<file path="src/hdl/pcPkg.sv">
package pcPkg;

    // Address and data path width
    localparam int dataWidth = 16;

    typedef logic [dataWidth-1:0] addrT;
    typedef logic [3:0] minorOpT;

    // Minor opcode is scaled by eight to form the relative branch offset
    localparam int offsetShift = 3;

    // Fetch to execute distance, subtracted from pc for jump-and-link
    localparam addrT linkOffset = addrT'(5);

    // Values loaded while arstN is low
    localparam addrT resetPc = addrT'(0);
    localparam addrT resetRollback = addrT'(0);

    // Branch request from decode, valid as a level
    typedef struct packed {
        // Absolute jump to the immediate
        logic    branchEn;
        // Relative branch from the current pc
        logic    relBranchEn;
        minorOpT minorOp;
        // Condition operand, the branch goes only when it is zero
        addrT    operandA;
    } branchCtrlT;

    // Prediction state from the branch predictor
    typedef struct packed {
        logic speculating;
        logic predictTaken;
        // One cycle pulse at the start of a speculation
        logic beginSpec;
        addrT specDest;
    } specCtrlT;

    // Outcome of a branch, as seen on the cycle the pc advances
    typedef struct packed {
        logic resolving;
        logic taken;
        addrT target;
    } resolveT;

endpackage : pcPkg

</file>
<file path="src/hdl/branchTarget.sv">
`timescale 1ns/10ps

module branchTarget (
    input  pcPkg::branchCtrlT branch,
    input  pcPkg::addrT       imm,
    input  pcPkg::addrT       pc,
    output logic              taken,
    output pcPkg::addrT       target
);

    logic        operandZero;
    logic        anyBranch;
    pcPkg::addrT branchOffset;
    pcPkg::addrT relTarget;

    // Condition test on operand A
    assign operandZero = (branch.operandA == '0);

    assign anyBranch = branch.branchEn | branch.relBranchEn;

    // Offset is the minor opcode times eight, zero-extended to the full width
    assign branchOffset = pcPkg::addrT'(branch.minorOp) << pcPkg::offsetShift;

    // Relative destination counts from the current instruction address
    assign relTarget = pc + branchOffset;

    // Relative branch wins when decode raises both enables
    always_comb begin
        if (branch.relBranchEn) begin
            target = relTarget;
        end else begin
            target = imm;
        end
    end

    assign taken = operandZero & anyBranch;

endmodule : branchTarget

</file>
<file path="src/hdl/speculationCheck.sv">
`timescale 1ns/10ps

module speculationCheck (
    input  logic              clk,
    input  logic              arstN,
    input  logic              clkEn,
    input  pcPkg::specCtrlT   spec,
    input  pcPkg::addrT       pc,
    input  pcPkg::resolveT    resolve,
    output logic              rollback,
    output pcPkg::addrT       rollbackAddr,
    output logic              incorrectSpec
);

    pcPkg::addrT rollbackBuf;
    logic        checking;
    logic        wrongTaken;
    logic        wrongDest;
    logic        wrongNotTaken;
    logic        misSpec;

    // Rollback buffer holds the fall-through address of the speculated branch.
    // It is captured on the start pulse even while the pc is stalled
    always_ff @(posedge clk or negedge arstN) begin
        if (!arstN) begin
            rollbackBuf <= pcPkg::resetRollback;
        end else if (clkEn && spec.beginSpec) begin
            rollbackBuf <= pc + pcPkg::addrT'(1);
        end
    end

    assign rollbackAddr = rollbackBuf;

    // A prediction is judged only on the cycle its branch resolves
    assign checking = spec.speculating & resolve.resolving;

    // Predicted taken, branch fell through
    assign wrongTaken = checking & spec.predictTaken & ~resolve.taken;

    // Predicted taken and taken, but to another address
    assign wrongDest = checking & spec.predictTaken & resolve.taken
        & (spec.specDest != resolve.target);

    // Predicted not taken, branch went
    assign wrongNotTaken = checking & ~spec.predictTaken & resolve.taken;

    assign misSpec = wrongTaken | wrongDest | wrongNotTaken;

    // Only a wrong taken guess needs the saved address, the other two cases
    // already follow the resolved target
    assign rollback = wrongTaken;

    // Pulse lines up with the cycle where pc shows the corrected address
    always_ff @(posedge clk or negedge arstN) begin
        if (!arstN) begin
            incorrectSpec <= 1'b0;
        end else begin
            incorrectSpec <= misSpec;
        end
    end

    // Rollback may only come from a resolving branch under speculation
    rollbackNeedsSpec: assert property (
        @(posedge clk) disable iff (!arstN)
        rollback |-> (spec.speculating && resolve.resolving)
    ) else $error("speculationCheck: rollback outside a resolving speculation");

    // No stale mis-speculation pulse right after reset release
    quietAfterReset: assert property (
        @(posedge clk)
        $rose(arstN) |-> !incorrectSpec
    ) else $error("speculationCheck: incorrectSpec high after reset");

endmodule : speculationCheck

</file>
<file path="src/hdl/programCounter.sv">
`timescale 1ns/10ps

module programCounter (
    input  logic              clk,
    input  logic              arstN,
    input  logic              clkEn,
    input  logic              pcEnable,
    input  logic              stall,
    input  pcPkg::branchCtrlT branch,
    input  logic              taken,
    input  pcPkg::addrT       target,
    input  logic              rollback,
    input  pcPkg::addrT       rollbackAddr,
    output pcPkg::resolveT    resolve,
    output pcPkg::addrT       pc,
    output pcPkg::addrT       linkData
);

    logic        advance;
    pcPkg::addrT nextPc;

    // The register moves only when enabled and not held by back-pressure
    assign advance = clkEn & ~stall & pcEnable;

    // Speculation block sees a branch only on a cycle that really advances
    always_comb begin
        resolve.resolving = advance & (branch.branchEn | branch.relBranchEn);
        resolve.taken = taken;
        resolve.target = target;
    end

    // Rollback first, then a taken branch, then the next word
    always_comb begin
        if (rollback) begin
            nextPc = rollbackAddr;
        end else if (taken) begin
            nextPc = target;
        end else begin
            nextPc = pc + pcPkg::addrT'(1);
        end
    end

    always_ff @(posedge clk or negedge arstN) begin
        if (!arstN) begin
            pc <= pcPkg::resetPc;
        end else if (advance) begin
            pc <= nextPc;
        end
    end

    // Link value points back to the instruction now in execute
    assign linkData = pc - pcPkg::linkOffset;

    // A held cycle must leave the address alone, whatever the branch inputs do
    holdWhenIdle: assert property (
        @(posedge clk) disable iff (!arstN)
        !advance |=> $stable(pc)
    ) else $error("programCounter: pc moved without advance");

endmodule : programCounter

</file>
<file path="src/hdl/pcUnit.sv">
`timescale 1ns/10ps

module pcUnit (
    input  logic              clk,
    input  logic              arstN,
    input  logic              clkEn,
    input  logic              pcEnable,
    input  logic              stall,
    input  pcPkg::branchCtrlT branch,
    input  pcPkg::specCtrlT   spec,
    input  pcPkg::addrT       imm,
    output pcPkg::addrT       pc,
    output pcPkg::addrT       linkData,
    output logic              incorrectSpec
);

    logic           taken;
    pcPkg::addrT    target;
    logic           rollback;
    pcPkg::addrT    rollbackAddr;
    pcPkg::resolveT resolve;

    // Destination of the branch currently presented by decode
    branchTarget branchTarget0 (
        .branch (branch),
        .imm    (imm),
        .pc     (pc),
        .taken  (taken),
        .target (target)
    );

    // Prediction check and rollback buffer
    speculationCheck speculationCheck0 (
        .clk           (clk),
        .arstN         (arstN),
        .clkEn         (clkEn),
        .spec          (spec),
        .pc            (pc),
        .resolve       (resolve),
        .rollback      (rollback),
        .rollbackAddr  (rollbackAddr),
        .incorrectSpec (incorrectSpec)
    );

    programCounter programCounter0 (
        .clk          (clk),
        .arstN        (arstN),
        .clkEn        (clkEn),
        .pcEnable     (pcEnable),
        .stall        (stall),
        .branch       (branch),
        .taken        (taken),
        .target       (target),
        .rollback     (rollback),
        .rollbackAddr (rollbackAddr),
        .resolve      (resolve),
        .pc           (pc),
        .linkData     (linkData)
    );

endmodule : pcUnit

</file>
<file path="config.mk">
export PLATFORM = sky130hd
export DESIGN_NAME = pcUnit
export DESIGN_NICKNAME = d
export VERILOG_FILES = /design/src/hdl/pcPkg.sv /design/src/hdl/branchTarget.sv /design/src/hdl/speculationCheck.sv /design/src/hdl/programCounter.sv /design/src/hdl/pcUnit.sv
export SDC_FILE = /design/constraint.sdc
export NUM_CORES = 1
export LEC_CHECK = 0
export BUFFER_PORTS_ARGS = -buffer_cell sky130_fd_sc_hd__buf_2
export CAP_MARGIN = 0
export CELL_PAD_IN_SITES_DETAIL_PLACEMENT = 1
export CELL_PAD_IN_SITES_GLOBAL_PLACEMENT = 1
export CORE_ASPECT_RATIO = 1.5
export CORE_MARGIN = 5
export CORE_UTILIZATION = 43
export CTS_BUF_LIST = sky130_fd_sc_hd__clkbuf_2 sky130_fd_sc_hd__clkbuf_4 sky130_fd_sc_hd__clkbuf_8
export DETAILED_ROUTE_END_ITERATION = 12
export GPL_TIMING_DRIVEN = 0
export PLACE_DENSITY = 0.85
export SYNTH_ARGS = -nofsm -noshare
export SYNTH_HDL_FRONTEND = slang
export SYNTH_HIERARCHICAL = 1
export SYNTH_SLANG_ARGS = --single-unit
</file>
<file path="constraint.sdc">
create_clock -name clk -period 6.9 [get_ports clk]
set_input_delay 1.38 -clock clk [delete_from_list [all_inputs] [get_ports clk]]
set_output_delay 1.38 -clock clk [all_outputs]
set_load 0.05 [all_outputs]
</file>
## Yosys cells after proc, flatten, opt, wreduce, memory -nomap -nowiden

Cells that the tools add are included.

- ROM bits: 0
- Output and inout port bits: 33
- Memory bits (writable): 0
- Latch bits: 0
- Memories kept: 0
- Register bits: 33
- Word-level logic and storage cells: 29

- Bitwise gates (word level): 17
- Div/mod/pow operators: 0
- $lt $le $gt $ge: 0
- $mul: 0
- $add $sub $neg: 3
- Mux-type cells: 3
- Shift operators: 0
- Reductions and logical operators: 2
- Equal/unequal tests: 1

Operators with widths:

| kind | count |
|---|---|
| 16-bit 2-to-1 mux | 3 |
| 16-bit by 1-bit adder with 16-bit output (second input constant) | 1 |
| 16-bit by 7-bit adder with 16-bit output | 1 |
| 16-bit zero test | 1 |
| 16-bit inequality test | 1 |
| 16-bit by 3-bit subtractor with 16-bit output (second input constant) | 1 |
| 1-bit bitwise AND | 11 |
| 1-bit inverter | 3 |
| 1-bit OR | 3 |
| 1-bit logical AND | 1 |

## Depth between registers and ports, before layout

- Depth after elaboration: 10
- Mapped depth: 12
- Gate-level depth less buffers: 11

## Modules after synthesis

Netlist, hierarchy kept.

Modules (own cells, without submodules):

| module | times used | cells each | area each (µm²) |
|---|---|---|---|
| programCounter | 1 | 222 | 1756.7 |
| speculationCheck | 1 | 119 | 1096.1 |
| branchTarget | 1 | 81 | 551.8 |

## Worst setup path after synthesis

Ideal clock, no wire load.

- Kind: register to output
- Start point: register programCounter0.pc[0]
- End point: output linkData[12]
- Path buffers: 0
- Data required time: 5.520 ns
- Stages on the path, launching flop included: 7
- Slack: 2.716 ns
- Arrival: 2.804 ns
- Cells stage by stage: dfrtp_1 > inv_1 > ha_1 > nor2b_1 > nor3_2 > nor3b_2 > xor2_1

- Longest elaborated chain between the ends: 1

Ends and longest elaborated chain:

| item | RTL line | source |
|---|---|---|
| start: declaration | programCounter.sv:15 | `output pcPkg::addrT pc,` |
| start signal: assignment | programCounter.sv:45 | `pc <= pcPkg::resetPc;` |
| start signal: assignment | programCounter.sv:47 | `pc <= nextPc;` |
| 16-bit by 3-bit subtractor with 16-bit output | programCounter.sv:52 | `assign linkData = pc - pcPkg::linkOffset;` |
| end: declaration | pcUnit.sv:13 | `output pcPkg::addrT linkData,` |

Every way passes these cells.

## Worst setup path in the final report

- Start point: input branch[20] (netlist bit)
- End point: register programCounter0.pc[13]

- Elaborated cells between the ends (all ways): 10
- Those cells by class: mux: 3; bitwise: 7

RTL lines:

| item | RTL line | source |
|---|---|---|
| start: declaration | pcUnit.sv:9 | `input pcPkg::branchCtrlT branch,` |
| 1-bit OR | branchTarget.sv:19 | `assign anyBranch = branch.branchEn \| branch.relBranchEn;` |
| 1-bit bitwise AND | branchTarget.sv:36 | `assign taken = operandZero & anyBranch;` |
| via taken | pcUnit.sv:17 | `logic taken;` |
| 1-bit inverter | speculationCheck.sv:38 | `assign wrongTaken = checking & spec.predictTaken & ~resolve.taken;` |
| 1-bit bitwise AND | speculationCheck.sv:38 |  |
| via rollback | pcUnit.sv:19 | `logic rollback;` |
| 16-bit 2-to-1 mux | programCounter.sv:34 | `if (rollback) begin` |

The timed path passes the listed nets, and every way through them passes these cells.
A chain may end at the register's enable or synchronous reset.

==> results.json <==
{
  "setup_viol": 0,
  "timing.critical_path.to_type": "register",
  "ys_ff_latch": 33,
  "dieArea_um2": 9830,
  "ys_warn_count": 6,
  "core_um2": 7660,
  "slowest_delay_ns": 0.50,
  "firstDrtPassIters": 4,
  "wire_per_inst_um": 19.3,
  "p_leak_nw": 1.80,
  "syn2layout_area_growth_pct": 21.1,
  "fmax_mhz": 221,
  "crit_fanout": 10,
  "rsz0062_at_grt": "false",
  "p_int_mw": 0.585,
  "ir_worst_vdd_v": 0.000332,
  "worst-path-buf-inv": 6,
  "num_rows": 39,
  "wl_met1_um": 4470,
  "final_common_cell": "buf_2",
  "syn_area_um2": 3400,
  "worst_pin_slew_ns": 0.755,
  "cts-resized-gates": 0,
  "min_period_ns": 4.52,
  "startpoint": "branch[20]",
  "grt_pass1_wl_um": 19000,
  "fin_crit_sh_pct": 65.5,
  "pwr-share-seq_pct": 25.7,
  "vias": 3596,
  "worst_skew_pair.late_latency_ns": 0.29,
  "clk_path_buf_depth": 2,
  "grt_pass1_vias": 3760,
  "drt_iter0_markers": 187,
  "synth.top_cell.area_share_pct": 24.3,
  "power_density_nw_per_um2": 289,
  "ctsHoldBuffers": 0,
  "outcome": "finished, final reports clean",
  "nets": 593,
  "grt_overflow": 0,
  "io_pins": 95,
  "die_h_um": 119,
  "cpLargestDelayFamily": "buffers and inverters",
  "cp-start-kind": "primary input",
  "start_util_pct": 44.4,
  "routed_via_density": 5.74,
  "grt_antenna_before_repair": 0,
  "routabilityCongestion": 0.862,
  "cp_cell_sequence": "buf_2 -> clkbuf_1 -> buf_2 -> o2111ai_1 -> nor2_1 -> buf_4 -> and4b_1 -> inv_1 -> clkbuf_1 -> o21ai_0 -> a31o_2 -> a311oi_1",
  "cp.arrival_ns": 4.71,
  "switchingPower_mw": 0.605,
  "slowest_stage": "nor2_1",
  "power_frac_clock_pct": 16.6,
  "swShare_pct": 50.8,
  "wl_met2_um": 6330,
  "yosysUniqueCellTypes": 68,
  "crit_type": "in -> reg",
  "detailed_place_hpwl_um": 9800,
  "hp-start": "speculationCheck0/rollbackAddr[13]$_DFFE_PN0P_",
  "post_cts_buffers": 0,
  "worstReg2RegStart": "programCounter0/pc[3]$_DFFE_PN0P_",
  "ys_seq_area_share_pct": 24.3,
  "r2r_slack_ns": 3.43,
  "cts_buffers": 5,
  "r2r-end": "speculationCheck0/incorrectSpec$_DFF_PN0_",
  "holdWs_ns": 0.497,
  "layout_common_cells": "96 x buf_2, 41 x nand2_1, 36 x xnor2_1",
  "track_usage_pct": 25.1,
  "finalHoldViolations": 0,
  "dieWidth_um": 82.7,
  "synth_edf_count": 0,
  "clkSinkCount": 33,
  "worstHoldPathCells": 2,
  "rr_worst_depth": 12,
  "ant_nets": 0,
  "antenna_cells": 0,
  "wirelength_um": 12100,
  "grt_start_max_net_pins": 34,
  "fillers": 991,
  "whs_endpoint": "speculationCheck0/rollbackAddr[13]$_DFFE_PN0P_",
  "ys_async_sr_fraction_pct": 100,
  "synthTopCellsByArea": "dfrtp_1 24%, xnor2_1 9.3%, nand2_1 4.5%",
  "max-cap-violations": 0,
  "fin_setup_tns_ns": 0,
  "postSynthCellCount": 422,
  "clockRootBuffer": "clkbuf_8",
  "cts_tree": "built",
  "required_ns": 7.10,
  "path_clk_slew_ns": 0.07,
  "slew_viol_final": 0,
  "yosysTopAreaCell": "dfrtp_1",
  "drcViolationCount": 0,
  "cts_htree_levels": 2,
  "syn_area_per_cell_um2": 8.07,
  "drive_gt1_share_pct": 30.2,
  "min_path_type": "reg -> reg",
  "synth_ff_type": "dfrtp_1",
  "dr.max_layer_used": "met4",
  "skew_ns": 0.00642,
  "p_total_mw": 1.19,
  "place.port_buffers": 94,
  "wl_met3_um": 718,
  "combPwrFrac_pct": 57.8,
  "slew_headroom_pct": 49.6,
  "syn_nets": 492
}
worst max path at each step:
stage	endpoint	slack, ns	depth (start not counted)
2_1_floorplan	linkData[12]	2.72	6
3_3_place_gp	programCounter0/pc[13]$_DFFE_PN0P_	2.23	12
3_5_place_dp	programCounter0/pc[13]$_DFFE_PN0P_	2.20	12
4_1_cts	programCounter0/pc[13]$_DFFE_PN0P_	2.46	12
5_1_grt	programCounter0/pc[13]$_DFFE_PN0P_	2.25	12
6_report	programCounter0/pc[13]$_DFFE_PN0P_	2.38	12
tightest hold or removal path, delay by kind of cell, from the launching register on:
family             cells  cell delay (ns)
AOI/OAI and AO/OA      1             0.06
and+or+nand+nor        1             0.05
DFF                    1             0.35
power by group through the flow:
stage | clock, mW | sequential (mW) | combinational (mW)
after floorplan | 0 | 0.351 | 0.465
after global placement | 0 | 0.307 | 0.670
after detailed placement | 0 | 0.310 | 0.689
after CTS | 0.201 | 0.306 | 0.691
after global routing | 0.210 | 0.315 | 0.742
final | 0.197 | 0.305 | 0.688
layer usage:
metal	track usage (%)	up-vias
met3	3.32	32
met4	14.0	0
met2	44.1	131
met1	28.1	1729
li1	-	1704
met5	0	-
metrics by stage:
stage	instance area, um^2	instances	setup slack, ns	utilization [%]
2_1_floorplan	3400	422	2.72	-
3_3_place_gp	4000	618	2.23	52.2
3_5_place_dp	4000	618	2.20	52.2
4_1_cts	4120	626	2.46	53.8
5_1_grt	4120	626	2.25	53.8
6_report	4120	626	2.38	53.8
cell type report:
class | count | area [um^2] | share of cell area [%]
Inverter | 16 | 60.1 | 1.46
Clock inverter | 1 | 30.0 | 0.728
Multi-Input combinational cell | 332 | 2260 | 54.8
Sequential cell | 33 | 826 | 20.0
Clock buffer | 7 | 90.1 | 2.19
Tap cell | 102 | 128 | 3.10
Timing Repair Buffer | 94 | 470 | 11.4
Buffer | 41 | 260 | 6.31
cell usage after synthesis (9+ instances only):
cell type / n
o21ai_0: 26
buf_4: 18
nor3_1: 12
nor2_1: 33
and3_1: 9
xnor2_1: 36
nand2_1: 41
a31oi_1: 9
clkbuf_1: 16
mux2_2: 9
a21oi_1: 20
inv_1: 16
dfrtp_1: 33
nand3_1: 12
xor2_1: 12
state kept, by name (all words and copies together), names as in the netlist:
name                             cells
programCounter0/pc                  16
speculationCheck0/rollbackAddr      16
speculationCheck0/incorrectSpec      1
cells by family after synthesis:
family,after synthesis,share of synthesized area [%]
adder cells (fa/ha/maj),8,3.16
AND/OR/NAND/NOR,158,26.2
flip-flops,33,24.3
multiplexers,11,3.56
buffers and inverters,57,9.41
XOR/XNOR,49,12.8
AO/OA/AOI/OAI,106,20.6
Note: power is estimated with default switching activity, not from simulation.
